$ cat src/hw/jtag_probe_pkg.sv
package jtag_probe_pkg;

    localparam int C_capture_bits = 64;   // history depth per signal
    localparam int C_row_digits   = 16;   // hex digits in one display row
    localparam int C_display_bits = 256;
    localparam int C_ir_len       = 4;
    localparam int C_user_len     = 8;
    localparam int C_idcode_len   = 32;

    localparam int C_scan_div     = 16;   // clk cycles per presented digit
    localparam int C_scan_div_w   = $clog2(C_scan_div);

    typedef logic [C_capture_bits-1:0] capture_t;
    typedef logic [C_display_bits-1:0] display_t;
    typedef logic [C_ir_len-1:0]       ir_t;
    typedef logic [C_user_len-1:0]     user_t;
    typedef logic [C_idcode_len-1:0]   idcode_t;
    typedef logic [5:0]                digit_t;
    typedef logic [3:0]                nibble_t;

    localparam idcode_t C_idcode    = 32'h1000_0001; // bit 0 must be 1
    localparam ir_t     C_ir_idcode = 4'b0001;
    localparam ir_t     C_ir_bypass = 4'b1111;
    localparam ir_t     C_ir_user   = 4'b1000;

    // encodings follow the usual 1149.1 numbering
    typedef enum logic [3:0] {
        exit2_dr         = 4'h0,
        exit1_dr         = 4'h1,
        shift_dr         = 4'h2,
        pause_dr         = 4'h3,
        select_ir_scan   = 4'h4,
        update_dr        = 4'h5,
        capture_dr       = 4'h6,
        select_dr_scan   = 4'h7,
        exit2_ir         = 4'h8,
        exit1_ir         = 4'h9,
        shift_ir         = 4'hA,
        pause_ir         = 4'hB,
        run_test_idle    = 4'hC,
        update_ir        = 4'hD,
        capture_ir       = 4'hE,
        test_logic_reset = 4'hF
    } tap_state_t;

endpackage

$ cat src/hw/hex_scanner.sv
module hex_scanner (
    input  logic clk,
    input  logic reset,
    input  jtag_probe_pkg::capture_t hist_tms,
    input  jtag_probe_pkg::capture_t hist_tdi,
    input  jtag_probe_pkg::capture_t hist_tdo,
    output logic digit_valid,
    output jtag_probe_pkg::digit_t digit_index,
    output jtag_probe_pkg::nibble_t digit_nibble
);
    import jtag_probe_pkg::*;

    display_t                display;
    logic [C_scan_div_w-1:0] div_cnt;
    logic                    div_last;

    // row 0 shows recent tdi as binary digits, one bit per nibble
    // rows 1..3 are tms, tdi, tdo with time running left to right
    always_comb begin
        display = '0;
        for (int i = 0; i < C_row_digits; i++) begin
            display[4*i] = hist_tdi[i];
        end
        for (int i = 0; i < C_capture_bits; i++) begin
            display[1*C_row_digits*4 + C_capture_bits-1-i] = hist_tms[i];
            display[2*C_row_digits*4 + C_capture_bits-1-i] = hist_tdi[i];
            display[3*C_row_digits*4 + C_capture_bits-1-i] = hist_tdo[i];
        end
    end

    assign div_last = (div_cnt == C_scan_div_w'(C_scan_div - 1));

    always_ff @(posedge clk) begin
        if (reset) begin
            div_cnt     <= '0;
            digit_valid <= 1'b0;
            digit_index <= '0;
        end else begin
            digit_valid <= div_last;
            if (div_last) begin
                div_cnt <= '0;
            end else begin
                div_cnt <= div_cnt + 1'b1;
            end
            if (digit_valid) begin
                digit_index <= digit_t'(digit_index + 1'b1); // wraps after 63
            end
        end
    end

    // follows the live word, so it is current during the pulse
    assign digit_nibble = display[4*digit_index +: 4];

    a_index_step: assert property (@(posedge clk) disable iff (reset)
        (digit_valid && $past(digit_valid, C_scan_div))
        |-> (digit_index == digit_t'($past(digit_index, C_scan_div) + 1'b1)));

endmodule

$ cat src/hw/jtag_pin_sync.sv
module jtag_pin_sync (
    input  logic clk,
    input  logic reset,
    input  logic tck_pin,
    input  logic tms_pin,
    input  logic tdi_pin,
    output logic tck_rise,
    output logic tck_fall,
    output logic tms_s,
    output logic tdi_s
);

    // [0] and [1] form the synchronizer, [2] is the edge reference
    logic [2:0] tck_pipe;
    logic [2:0] tms_pipe;
    logic [2:0] tdi_pipe;

    always_ff @(posedge clk) begin
        if (reset) begin
            tck_pipe <= '0;
            tck_rise <= 1'b0;
            tck_fall <= 1'b0;
        end else begin
            tck_pipe <= {tck_pipe[1:0], tck_pin};
            tck_rise <= tck_pipe[1] & ~tck_pipe[2];
            tck_fall <= ~tck_pipe[1] & tck_pipe[2];
        end
    end

    // data pins get the same depth so they line up with the strobes
    always_ff @(posedge clk) begin
        tms_pipe <= {tms_pipe[1:0], tms_pin};
        tdi_pipe <= {tdi_pipe[1:0], tdi_pin};
    end

    assign tms_s = tms_pipe[2];
    assign tdi_s = tdi_pipe[2];

    a_single_edge: assert property (@(posedge clk) disable iff (reset)
        !(tck_rise && tck_fall));

endmodule

$ cat src/hw/jtag_tap.sv
module jtag_tap (
    input  logic clk,
    input  logic reset,
    input  logic tck_rise,
    input  logic tck_fall,
    input  logic tms_s,
    input  logic tdi_s,
    output logic tdo,
    output jtag_probe_pkg::user_t user_value
);
    import jtag_probe_pkg::*;

    tap_state_t state;
    tap_state_t state_next;
    ir_t        ir;          // active instruction
    ir_t        ir_sr;       // instruction shift path
    idcode_t    idcode_sr;
    logic       bypass_sr;
    user_t      user_sr;
    logic       tdo_next;
    logic [2:0] tms_high_run; // rising strobes in a row with tms high, saturates at 5

    always_comb begin
        case (state)
            test_logic_reset: state_next = tms_s ? test_logic_reset : run_test_idle;
            run_test_idle:    state_next = tms_s ? select_dr_scan   : run_test_idle;
            select_dr_scan:   state_next = tms_s ? select_ir_scan   : capture_dr;
            capture_dr:       state_next = tms_s ? exit1_dr         : shift_dr;
            shift_dr:         state_next = tms_s ? exit1_dr         : shift_dr;
            exit1_dr:         state_next = tms_s ? update_dr        : pause_dr;
            pause_dr:         state_next = tms_s ? exit2_dr         : pause_dr;
            exit2_dr:         state_next = tms_s ? update_dr        : shift_dr;
            update_dr:        state_next = tms_s ? select_dr_scan   : run_test_idle;
            select_ir_scan:   state_next = tms_s ? test_logic_reset : capture_ir;
            capture_ir:       state_next = tms_s ? exit1_ir         : shift_ir;
            shift_ir:         state_next = tms_s ? exit1_ir         : shift_ir;
            exit1_ir:         state_next = tms_s ? update_ir        : pause_ir;
            pause_ir:         state_next = tms_s ? exit2_ir         : pause_ir;
            exit2_ir:         state_next = tms_s ? update_ir        : shift_ir;
            update_ir:        state_next = tms_s ? select_dr_scan   : run_test_idle;
            default:          state_next = test_logic_reset;
        endcase
    end

    always_ff @(posedge clk) begin
        if (reset) begin
            state <= test_logic_reset;
        end else if (tck_rise) begin
            state <= state_next;
        end
    end

    // instruction shift path, LSB leaves first
    always_ff @(posedge clk) begin
        if (tck_rise) begin
            if (state == capture_ir) begin
                ir_sr <= ir_t'(1); // fixed 01 capture pattern
            end else if (state == shift_ir) begin
                ir_sr <= {tdi_s, ir_sr[C_ir_len-1:1]};
            end
        end
    end

    always_ff @(posedge clk) begin
        if (reset) begin
            ir <= C_ir_idcode;
        end else if (state == test_logic_reset) begin
            ir <= C_ir_idcode;
        end else if (tck_fall && state == update_ir) begin
            ir <= ir_sr;
        end
    end

    // data shift paths, all loaded on capture, only the selected one shifts
    always_ff @(posedge clk) begin
        if (tck_rise) begin
            if (state == capture_dr) begin
                idcode_sr <= C_idcode;
                bypass_sr <= 1'b0;
                user_sr   <= user_value;
            end else if (state == shift_dr) begin
                case (ir)
                    C_ir_idcode: idcode_sr <= {tdi_s, idcode_sr[C_idcode_len-1:1]};
                    C_ir_user:   user_sr   <= {tdi_s, user_sr[C_user_len-1:1]};
                    default:     bypass_sr <= tdi_s; // C_ir_bypass and undefined codes
                endcase
            end
        end
    end

    // survives Test-Logic-Reset, only the system reset clears it
    always_ff @(posedge clk) begin
        if (reset) begin
            user_value <= '0;
        end else if (tck_fall && state == update_dr && ir == C_ir_user) begin
            user_value <= user_sr;
        end
    end

    always_comb begin
        tdo_next = 1'b0;
        if (state == shift_ir) begin
            tdo_next = ir_sr[0];
        end else if (state == shift_dr) begin
            case (ir)
                C_ir_idcode: tdo_next = idcode_sr[0];
                C_ir_user:   tdo_next = user_sr[0];
                default:     tdo_next = bypass_sr;
            endcase
        end
    end

    always_ff @(posedge clk) begin
        if (reset) begin
            tdo <= 1'b0;
        end else if (tck_fall) begin
            tdo <= tdo_next; // launched on the falling edge
        end
    end

    always_ff @(posedge clk) begin
        if (reset) begin
            tms_high_run <= '0;
        end else if (tck_rise) begin
            if (!tms_s) begin
                tms_high_run <= '0;
            end else if (tms_high_run != 3'd5) begin
                tms_high_run <= tms_high_run + 3'd1;
            end
        end
    end

    a_tms_reset: assert property (@(posedge clk) disable iff (reset)
        (tms_high_run == 3'd5) |-> (state == test_logic_reset));

    // last shifted bit stays on tdo through exit1 until the next fall
    a_tdo_idle: assert property (@(posedge clk) disable iff (reset)
        !(state inside {shift_dr, exit1_dr, shift_ir, exit1_ir}) |-> !tdo);

endmodule

$ cat src/hw/top_jtag_probe.sv
module top_jtag_probe (
    input  logic        clk_25mhz,
    input  logic        reset,
    input  logic [6:0]  btn,
    input  logic        ftdi_ndtr, // TCK
    input  logic        ftdi_nrts, // TMS
    input  logic        ftdi_txd,  // TDI
    output logic        ftdi_rxd,  // TDO
    output logic [7:0]  led,
    output logic        digit_valid,
    output jtag_probe_pkg::digit_t  digit_index,
    output jtag_probe_pkg::nibble_t digit_nibble
);
    import jtag_probe_pkg::*;

    logic     clk;
    logic     tck_rise;
    logic     tck_fall;
    logic     tms_s;
    logic     tdi_s;
    logic     tdo;
    user_t    user_value;
    capture_t hist_tms;
    capture_t hist_tdi;
    capture_t hist_tdo;

    assign clk = clk_25mhz; // pins are sampled, tck is not a clock here

    jtag_pin_sync jtag_pin_sync_inst (
        .clk      (clk),
        .reset    (reset),
        .tck_pin  (ftdi_ndtr),
        .tms_pin  (ftdi_nrts),
        .tdi_pin  (ftdi_txd),
        .tck_rise (tck_rise),
        .tck_fall (tck_fall),
        .tms_s    (tms_s),
        .tdi_s    (tdi_s)
    );

    jtag_tap jtag_tap_inst (
        .clk        (clk),
        .reset      (reset),
        .tck_rise   (tck_rise),
        .tck_fall   (tck_fall),
        .tms_s      (tms_s),
        .tdi_s      (tdi_s),
        .tdo        (tdo),
        .user_value (user_value)
    );

    assign ftdi_rxd = tdo;
    assign led      = user_value;

    trace_capture trace_capture_inst (
        .clk      (clk),
        .reset    (reset),
        .tck_rise (tck_rise),
        .freeze   (btn[1]), // hold to freeze the trace
        .tms_s    (tms_s),
        .tdi_s    (tdi_s),
        .tdo      (tdo),
        .hist_tms (hist_tms),
        .hist_tdi (hist_tdi),
        .hist_tdo (hist_tdo)
    );

    hex_scanner hex_scanner_inst (
        .clk          (clk),
        .reset        (reset),
        .hist_tms     (hist_tms),
        .hist_tdi     (hist_tdi),
        .hist_tdo     (hist_tdo),
        .digit_valid  (digit_valid),
        .digit_index  (digit_index),
        .digit_nibble (digit_nibble)
    );

endmodule

$ cat src/hw/trace_capture.sv
module trace_capture (
    input  logic clk,
    input  logic reset,
    input  logic tck_rise,
    input  logic freeze,
    input  logic tms_s,
    input  logic tdi_s,
    input  logic tdo,
    output jtag_probe_pkg::capture_t hist_tms,
    output jtag_probe_pkg::capture_t hist_tdi,
    output jtag_probe_pkg::capture_t hist_tdo
);
    import jtag_probe_pkg::*;

    logic shift_en;

    // a held button keeps the picture still while the bus runs on
    assign shift_en = tck_rise && !freeze;

    // bit 0 is the newest sample, older ones walk toward the MSB
    always_ff @(posedge clk) begin
        if (reset) begin
            hist_tms <= '0;
            hist_tdi <= '0;
            hist_tdo <= '0;
        end else if (shift_en) begin
            hist_tms <= {hist_tms[C_capture_bits-2:0], tms_s};
            hist_tdi <= {hist_tdi[C_capture_bits-2:0], tdi_s};
            hist_tdo <= {hist_tdo[C_capture_bits-2:0], tdo}; // tdo as driven at this edge
        end
    end

endmodule

$ cat config.mk
export PLATFORM = sky130hd
export DESIGN_NAME = top_jtag_probe
export DESIGN_NICKNAME = d
export VERILOG_FILES = /design/src/hw/jtag_probe_pkg.sv /design/src/hw/hex_scanner.sv /design/src/hw/jtag_pin_sync.sv /design/src/hw/jtag_tap.sv /design/src/hw/top_jtag_probe.sv /design/src/hw/trace_capture.sv
export SDC_FILE = /design/constraint.sdc
export NUM_CORES = 1
export LEC_CHECK = 0
export ABC_AREA = 1
export BUFFER_PORTS_ARGS = -buffer_cell sky130_fd_sc_hd__buf_2
export CAP_MARGIN = 0
export CORE_MARGIN = 2
export CORE_UTILIZATION = 60
export DETAILED_ROUTE_END_ITERATION = 8
export PLACE_DENSITY = 0.75
export REMOVE_ABC_BUFFERS = 1
export SETUP_SLACK_MARGIN = 0.05
export SYNTH_ARGS = -nofsm -noshare
export SYNTH_HDL_FRONTEND = slang
export SYNTH_SLANG_ARGS = --single-unit
$ cat constraint.sdc
create_clock -name clk_25mhz -period 2.6 [get_ports clk_25mhz]
set_clock_uncertainty 0.1 [all_clocks]
set_input_delay 0.52 -clock clk_25mhz [delete_from_list [all_inputs] [get_ports clk_25mhz]]
set_output_delay 0.52 -clock clk_25mhz [all_outputs]
set_load 0.01 [all_outputs]
# Word-level counts from Yosys, hierarchy flattened
# Cells that the tools add are included.
# classes
multipliers,0
n_reduce_logical,20
order_cmp,0
n_bitwise,4
mux,24
eq_ne,19
n_addsub,2
shifts,1
div,0
# ops
op,count
variable part select 256 x 9 -> 4 bit,1
2-to-1 mux 32 bit,2
one-hot mux 4 bit (12 select lines),1
"== test 4 bit, second input constant",10
2-to-1 mux 8 bit,3
"== test 4 x 3 -> 1 bit, second input constant",4
2-to-1 mux 2 bit,6
2-to-1 mux 3 bit,4
OR reduction 2 bit,5
AND reduction 3 bit,3
"== test 4 x 1 -> 1 bit, second input constant",2
"== test 4 x 2 -> 1 bit, second input constant",2
2-to-1 mux 4 bit,2
nonzero test 2 bit,4
"adder 6 x 1 -> 6 bit, second input constant",1
2-to-1 mux 1 bit,5
"adder 4 x 1 -> 4 bit, second input constant",1
logical AND 1 bit,4
logical NOT 4 bit,1
OR reduction 3 bit,1
AND 1 bit,2
"!= test 2 x 1 -> 1 bit, second input constant",1
inverter 1 bit,2
one-hot mux 1 bit (2 select lines),1
2 further kinds,2
# word_totals
rom_bits,0
mem_bits_rw,0
wordCells,89
mem_count,0
out_inout_bits,20
latchBits,0
register_bits,276

# Longest topological paths before layout
# Gate-level depths: netlist of run 1.
# logic_depth
word_depth,4
depth_mapped,14
depth_no_buf,12

# By module
# A second synthesis of run 1 with hierarchy kept.
# unflattened
hier_cells,2101
area_unflattened_um2,13681.9
# modules_own_cells
module,seq_area_each_um2,area_each_um2,instances,cells_per_inst
trace_capture,3843.7,8101.5,1,1240
jtag_tap,1691.6,2680.1,1,282
hex_scanner,220.2,2640.0,1,558
jtag_pin_sync,220.2,260.2,1,21

# Worst setup path after synthesis of run 1
# OpenSTA, ideal clock, no wires.
# synth_timing
path_kind,register -> register
from,register jtag_tap_inst.state[1]
to,register jtag_tap_inst.idcode_sr[0] (enable)
t_arrival_ps,1504
synth_period_minus_slack_ps,1991
setup_ps,387
path_stages_with_launch,8
path_slack_ps,609
required_ps,2113
path_cell_list,dfxtp_1 buf_2 nand2_1 nor2_1 nand2_1 inv_1 nand2_1 inv_1
# synth_between
elab_chain_len,3
word_cells_on_any_way,5
# synth_rtl
element,line_no,text
from (decl),jtag_tap.sv:13,tap_state_t state;
from (signal assigned),jtag_tap.sv:47,state <= test_logic_reset;
from (signal assigned),jtag_tap.sv:49,state <= state_next;
== test 4 x 2 -> 1 bit / == test 4 x 3 -> 1 bit (equally long branches),"jtag_tap.sv:81, jtag_tap.sv:77",
nonzero test 2 bit (no line),n/a,
AND reduction 3 bit (no line) *,n/a,
to (signal assigned),jtag_tap.sv:78,idcode_sr <= C_idcode;
to (signal assigned),jtag_tap.sv:83,"C_ir_idcode: idcode_sr <= {tdi_s, idcode_sr[C_idcode_len-1:1]};"
to (decl),jtag_tap.sv:17,idcode_t idcode_sr;
# Every way passes the cells marked *; elsewhere a longest branch is shown, timed or not.
# A chain may end at the register's enable or synchronous reset.

# Worst setup path after layout of run 1
# layout_timing
from,register hex_scanner_inst.digit_index[0]
to,output digit_nibble[3]
# layout_between
elab_chain_len,1
# layout_rtl
element,line_no,text
from (decl),hex_scanner.sv:8,"output jtag_probe_pkg::digit_t digit_index,"
from (signal assigned),hex_scanner.sv:46,digit_index <= digit_t'(digit_index + 1'b1);
variable part select 256 x 9 -> 4 bit,hex_scanner.sv:52,assign digit_nibble = display[4*digit_index +: 4];
to (decl),top_jtag_probe.sv:12,output jtag_probe_pkg::nibble_t digit_nibble
# Every way passes these cells.

==> results of run 1 <==
==> path summary, 6_finish.rpt <==
| kind | start | to | slack [ns] | cells after the start |
|---|---|---|---|---|
| max reg2reg | jtag_tap_inst.state[1] | jtag_tap_inst.user_sr[0] | 0.55 | 5 |
| min | ftdi_ndtr | jtag_pin_sync_inst.tck_pipe[0] | 0.08 | 3 |
| max | hex_scanner_inst.digit_index[0] | digit_nibble[3] | -0.20 | 12 |
| min reg2reg | jtag_pin_sync_inst.tms_pipe[1] | jtag_pin_sync_inst.tms_pipe[2] | 0.23 | 0 |
==> worst max-delay path, stage by stage (launching register included) <==
cell      delay, ns
dfxtp_4        0.37
buf_12         0.18
buf_8          0.13
buf_16         0.12
nor2_1         0.04
nor2_1         0.10
o21ai_1        0.08
o211ai_1       0.09
nand3_1        0.13
nand2_1        0.11
nand2_2        0.07
nand2_2        0.10
buf_6          0.10
==> what timing repair did <==
item | in CTS | in global routing
setup endpoints to repair | 4 | 4
gates cloned | 5 | 1
hold endpoints to repair | 2 | 0
gates resized for setup | 58 | 20
pin swaps | 14 | 9
buffers inserted | 13 | 0
hold buffers | 2 | 0
==> area by class of cell <==
class	count	area share, %
flip-flops and latches	276	43.9
inverters	106	3.09
multi-input cells	1131	36.9
clock inverters	17	1.98
well taps	265	2.43
clock buffers	35	5.63
repair inverters	1	0.0825
repair buffers	70	5.99
==> cells in the mapped netlist (2+ instances only) <==
cell        n  area [um^2]
a21oi_1    94          470
a31oi_1     3         18.8
buf_2      49          245
buf_4       8         60.1
buf_6      11          124
clkbuf_1   40          150
dfxtp_1   231         4620
edfxtp_1   45         1350
ha_1        2         25.0
inv_1      95          357
inv_2       9         33.8
nand2_1   213          800
nand3_1    74          370
nor2_1    435         1630
nor2_2      4         25.0
nor3_1      7         35.0
o211ai_1   14          105
o21ai_0   262         1310
o21ai_1    11         55.1
or2_1       3         18.8
or2_2       3         18.8
==> routing by layer <==
layer / routed length [um] / vias to the layer above / track usage, % / share of wire [%]
met5: 0 / - / 0 / 0
li1: - / 5233 / - / -
met4: 595 / 0 / 7.97 / 2.1
met3: 1660 / 51 / 3.06 / 5.9
met1: 12600 / 4831 / 37.4 / 45
met2: 13000 / 349 / 44.2 / 47
==> cell families (layout without fill, tap and decap cells) <==
group,Yosys count,in the layout,share of synthesized area (%)
AOI/OAI and AO/OA,385,385,16.5
adders and majority gates,2,2,0.210
and+or+nand+nor,742,742,24.6
buffers and inverters,215,229,8.27
xor gates and xnor gates,2,2,0.147
DFF,276,276,50.2
==> state kept, by name, summed over array words and instances (netlist names), 4 cells and up <==
register,count
jtag_tap_inst.ir_sr,4
jtag_tap_inst.ir,4
jtag_tap_inst.user_sr,8
jtag_tap_inst.idcode_sr,32
hex_scanner_inst.div_cnt,4
trace_capture_inst.hist_tdo,64
trace_capture_inst.hist_tdi,64
trace_capture_inst.hist_tms,64
jtag_tap_inst.state,4
jtag_tap_inst.user_value,8
hex_scanner_inst.digit_index,6
==> through the flow <==
step	cells	instance area [um^2]	power [mW]
2_1_floorplan	1513	11300	4.71
3_3_place_gp	1828	12100	4.78
3_5_place_dp	1828	12100	4.79
4_1_cts	1900	13600	9.25
5_1_grt	1901	13600	9.48
6_report	1901	13600	9.20
==> power groups by stage <==
| stage | combinational, mW | clock [mW] | sequential (mW) |
|---|---|---|---|
| floorplan | 0.175 | 0 | 4.53 |
| CTS | 0.253 | 4.55 | 4.45 |
| detailed placement | 0.248 | 0 | 4.55 |
| finish | 0.255 | 4.49 | 4.45 |
| global placement | 0.240 | 0 | 4.54 |
| global route | 0.294 | 4.73 | 4.46 |
==> impl_results.md, run 1 <==
- Outcome: complete, but fails checks
- Violated checks: setup timing
- Yosys warnings: 0
- Max cap viols: 0
- Initial DRC count: just under 1,000
- Vias in the first global route: approximately 9,700
- Register share of total power: about half
- Leakage: about 6 nW
- Routed WL: roughly 28,000 um
- # rows: just over 50
- Clock root buffer: clkbuf_16
- Worst skew pair latency: 0.55 ns
- Startpoint class of the critical path: flop
- Logic gate share of total power: between 2 and 3%
- Pint: approximately 7.3 mW
- Pre-CTS setup slack: 0.222 ns
- P_sw: roughly 1.9 mW
- Hold Crit Class: primary input to flop
- Die Span X: around 140 um
- Grt total ovfl: 0
- Worst setup EP type: primary output
- Most frequent cells in the layout: nor2_1 (431), o21ai_0 (246), dfxtp_1 (228), nand2_1 (198), inv_1 (95)
- VDD IR max: 0.615 mV
- Setup TNS: -0.787 ns
- # port buffers: 25
- First-pass GRT wire length: between 40,000 and 50,000 um
- Clock Sinks: about 280
- Clock buffer depth: 3
- Routability cong.: about 0.93
- Area of the core: 19,500 um^2
- Sw frac: around a fifth
- Clock power frac: between 40% and 50%
- Clock transition at path regs: around 0.070 ns
- DIE AREA: roughly 21,000 um^2
- Footprint of the multi-input gates: roughly 5000 um^2
- Wire per inst: around 15 um
- Power per Cell Area: between 600 and 700 nW/um^2
- Post-Syn Area: 11,900 um^2
- Worst setup margin: -0.202 ns
- Post-Synthesis Cells: 1,622
- Layout area overhead: 14.7%
- HPWL after detailed placement: 15,900 um
- Fill cells: between 1,500 and 2,000
- H-tree depth: 1
- CP required: around 2.0 ns
- Ys flop type: dfxtp_1
- Height of the chip: about 140 um
- Tcrit/Tclk final: 108%
- Total GRT Usage: roughly 27%
- Register area: 5980 um^2
- Fin crit period: around 2.8 ns
- Number of distinct library cells after synthesis: 30
- Kind of critical path: flop to primary output
- TritonRoute pass-1 iters: 5
- Most common cell after layout, fill and taps aside: nor2_1
- Post-DRT Antenna Nets: 0
- Worst slew pin tran: 0.784 ns
- Via/cell ratio: about 5.5
- Number of synthesized flops with an enable pin: 45
- Io pins: 32
- Sequential element share of the synthesized area: around 50%
- Via count: roughly 10,000
- Hold_ws: about 0.076 ns
- Slew headroom: around 48%
- CTS tree: yes
- Flop and latch count out of synthesis: approximately 280
- Count of final max-slew check failures: 0
- Final Setup Violations: 4
- FMAX: approximately 0.36 GHz
- DR DRC count: 0
- Final Hold Vio Count: 0
- Arrival time of the worst setup path: approximately 2.2 ns
- CP max FO: 7
- Syn Area/Cell: 7.33 um^2
- Pin count of the biggest net entering global routing: 205
- TritonCTS Buffers: 28
- Async SR Flop Fraction: 0%
- RSZ-0062 raised after global routing: yes
- Fin util: a little over two thirds
- Initial Util: 61.1%
- Ant. Diodes: 0
- Share of layout cells above drive strength 1: 10.2%
- Initial antenna violation count: 0
- # nets final: approximately 1,600
Power figures use the tool's default switching activity.
==> inputs of run 2 (changes only) <==
Settings changed: CORE_UTILIZATION 60 to 40, PLACE_DENSITY 0.75 to 0.53.
==> run 2 against run 1 <==
The flow still finishes with violations (setup timing). Worst setup slack worse by 0.058 ns. Cell area increased by 2.3%. Via count down 2.5%. Register-to-register slack improved by 0.04 ns. Wire length rose by 5.5%. Sequential share of layout area is 0.97 points lower. Largest cell class unchanged.
==> impl_results.md, run 2 (same netlist as run 1, synthesis figures left out) <==
- Outcome: complete, but fails checks
- Violated checks: setup timing
- Worst path top cell family by delay: buffers and inverters
- FF-to-FF setup slack: slightly below 0.6 ns
- Fin crit period: roughly 2.9 ns
- First-pass GRT wire length: 47,500 um
- # rows: 63
- Share of layout cells above drive strength 1: a little under an eighth
- Hold path start: ftdi_ndtr
- Critical path buffers and inverters: 4
- Most frequent cells in the layout: nor2_1 (429), o21ai_0 (241), dfxtp_1 (228), nand2_1 (202), inv_1 (95)
- Most common cell after layout, fill and taps aside: nor2_1
- R2R depth: 6
- Critical Path Max Stage Delay: between 0.3 and 0.4 ns
- Fin util: approximately 47%
- Register share of total power: about half
- Worst skew pair latency: 0.56 ns
- Hold Crit Class: primary input to flop
- Final Setup Violations: 4
- DIE AREA: between 30,000 and 40,000 um^2
- Routability cong.: slightly above 0.8
- Grt total ovfl: 0
- Setup TNS: -0.884 ns
- CTS tree: yes
- Kind of critical path: flop to primary output
- Pwr Total: ~9.1 mW
- # port buffers: 25
- Clock buffer depth: 3
- Slew headroom: between 50% and 60%
- HPWL after detailed placement: about 17,000 um
- Total GRT Usage: a little under a fifth
- Vias in the first global route: between 9,000 and 10,000
- P_sw: ~2.0 mW
- # nets final: approximately 1,600
- Initial antenna violation count: 0
- Initial DRC count: around 780
- Die Span X: about 180 um
- Clock transition at path regs: 0.06 ns
- Io pins: 32
- Tcrit/Tclk final: 110%
- Pin count of the biggest net entering global routing: 109
- Initial Util: roughly 40%
- Area of the core: approximately 30,000 um^2
- Clock power frac: 48.0%
- Sw frac: between 20% and 30%
- R2r endpoint: jtag_tap_inst.user_sr[5]
- Hold EP: jtag_pin_sync_inst.tck_pipe[0]
- CP required: ~2.0 ns
- Power per Cell Area: about 650 nW/um^2
- Logic gate share of total power: under 10%
- Cell mode on critical path: nor2_1
- Startpoint class of the critical path: flop
- Clock Sinks: ~280
- Clock root buffer: clkbuf_16
- Leakage: 6.12 nW
- Final Hold Vio Count: 0
- H-tree depth: 1
- Via count: approximately 10,000
- Levels on crit path: 12
- Via/cell ratio: between 4 and 5
- Routed WL: around 30,000 um
- Worst setup margin: -0.260 ns
- Arrival time of the worst setup path: between 2 and 2.5 ns
- Max cap viols: 0
- Pint: 7.09 mW
- Hold_ws: ~0.064 ns
- Biggest regs: trace_capture_inst.hist_tdi x64, trace_capture_inst.hist_tdo x64, trace_capture_inst.hist_tms x64
- Ant. Diodes: 0
- Post-DRT Antenna Nets: 0
- CP cell instances: buf_6, buf_6, clkbuf_16, nor2_1, nor2_1, o21ai_1, a21oi_1, nor2_1, nand2_1, nand3_2, nand2_2, buf_2
- TritonCTS Buffers: 31
- Layout area overhead: 17.3%
- VDD IR max: about 0.42 mV
- TritonRoute pass-1 iters: 6
- Worst flop-to-flop path startpoint: jtag_tap_inst.state[1]
- Hold depth: 3
- Worst slew pin tran: 0.615 ns
- Height of the chip: roughly 180 um
- Count of final max-slew check failures: 0
- FMAX: about 0.35 GHz
- CP max FO: 6
- RSZ-0062 raised after global routing: yes
- Wire per inst: between 10 and 15 um
- Slowest cell on the critical path: dfxtp_4
- DR DRC count: 0
- Worst setup EP type: primary output
==> run 2: worst max path at each step <==
stage                                     from                         endpoint  slack, ns
5_1_grt        hex_scanner_inst.digit_index[0]                  digit_nibble[2]      -0.37
4_1_cts        hex_scanner_inst.digit_index[0]                  digit_nibble[1]      -0.23
2_1_floorplan                           btn[1]  trace_capture_inst.hist_tdi[12]      -1.97
6_report       hex_scanner_inst.digit_index[0]                  digit_nibble[2]      -0.26
3_3_place_gp   hex_scanner_inst.digit_index[0]                  digit_nibble[2]       0.18
3_5_place_dp   hex_scanner_inst.digit_index[0]                  digit_nibble[2]       0.20
==> run 2: per-layer routing <==
layer  global-route usage [%]  part of all wire [%]  wire length (um)
met2                     28.8                    44             12900
met4                     4.30                   1.8               522
met5                        0                     0                 0
met1                     26.9                    50             14700
met3                     2.43                   4.1              1200
==> run 2: worst min-delay path: stages <==
cell    delay [ns]
buf_2         0.08
inv_1         0.03
nor2_1        0.06
==> run 2: cell type report <==
cell class,count,area [um^2]
Sequential cell,276,5980
Tap cell,390,488
Clock inverter,10,82.6
Clock buffer,47,947
Inverter,106,422
Timing Repair Buffer,82,981
Fill cell,3021,15500
Multi-Input combinational cell,1131,5050
==> run 2: power by group through the flow <==
stage	logic [mW]	clock network, mW	registers [mW]
after floorplan	0.175	0	4.53
after global placement	0.249	0	4.55
final	0.257	4.35	4.45
after CTS	0.256	4.46	4.45
after detailed placement	0.252	0	4.55
after global routing	0.299	4.64	4.46
==> run 2: repair_timing <==
action	CTS	global route
gates resized for setup	24	60
endpoints found under the hold margin	2	0
endpoints found under the setup margin	4	4
hold buffers	2	0
buffers inserted	6	9
pin swaps	1	27
cloned	2	7
==> run 2: per-stage QoR <==
stage | worst slack, ns | cell area, um^2 | std cells
final | -0.260 | 14000 | 2042
after global routing | -0.369 | 14000 | 2042
after CTS | -0.233 | 13600 | 2027
after detailed placement | 0.199 | 12300 | 1960
after global placement | 0.178 | 12300 | 1960
after floorplan | -1.97 | 11300 | 1513
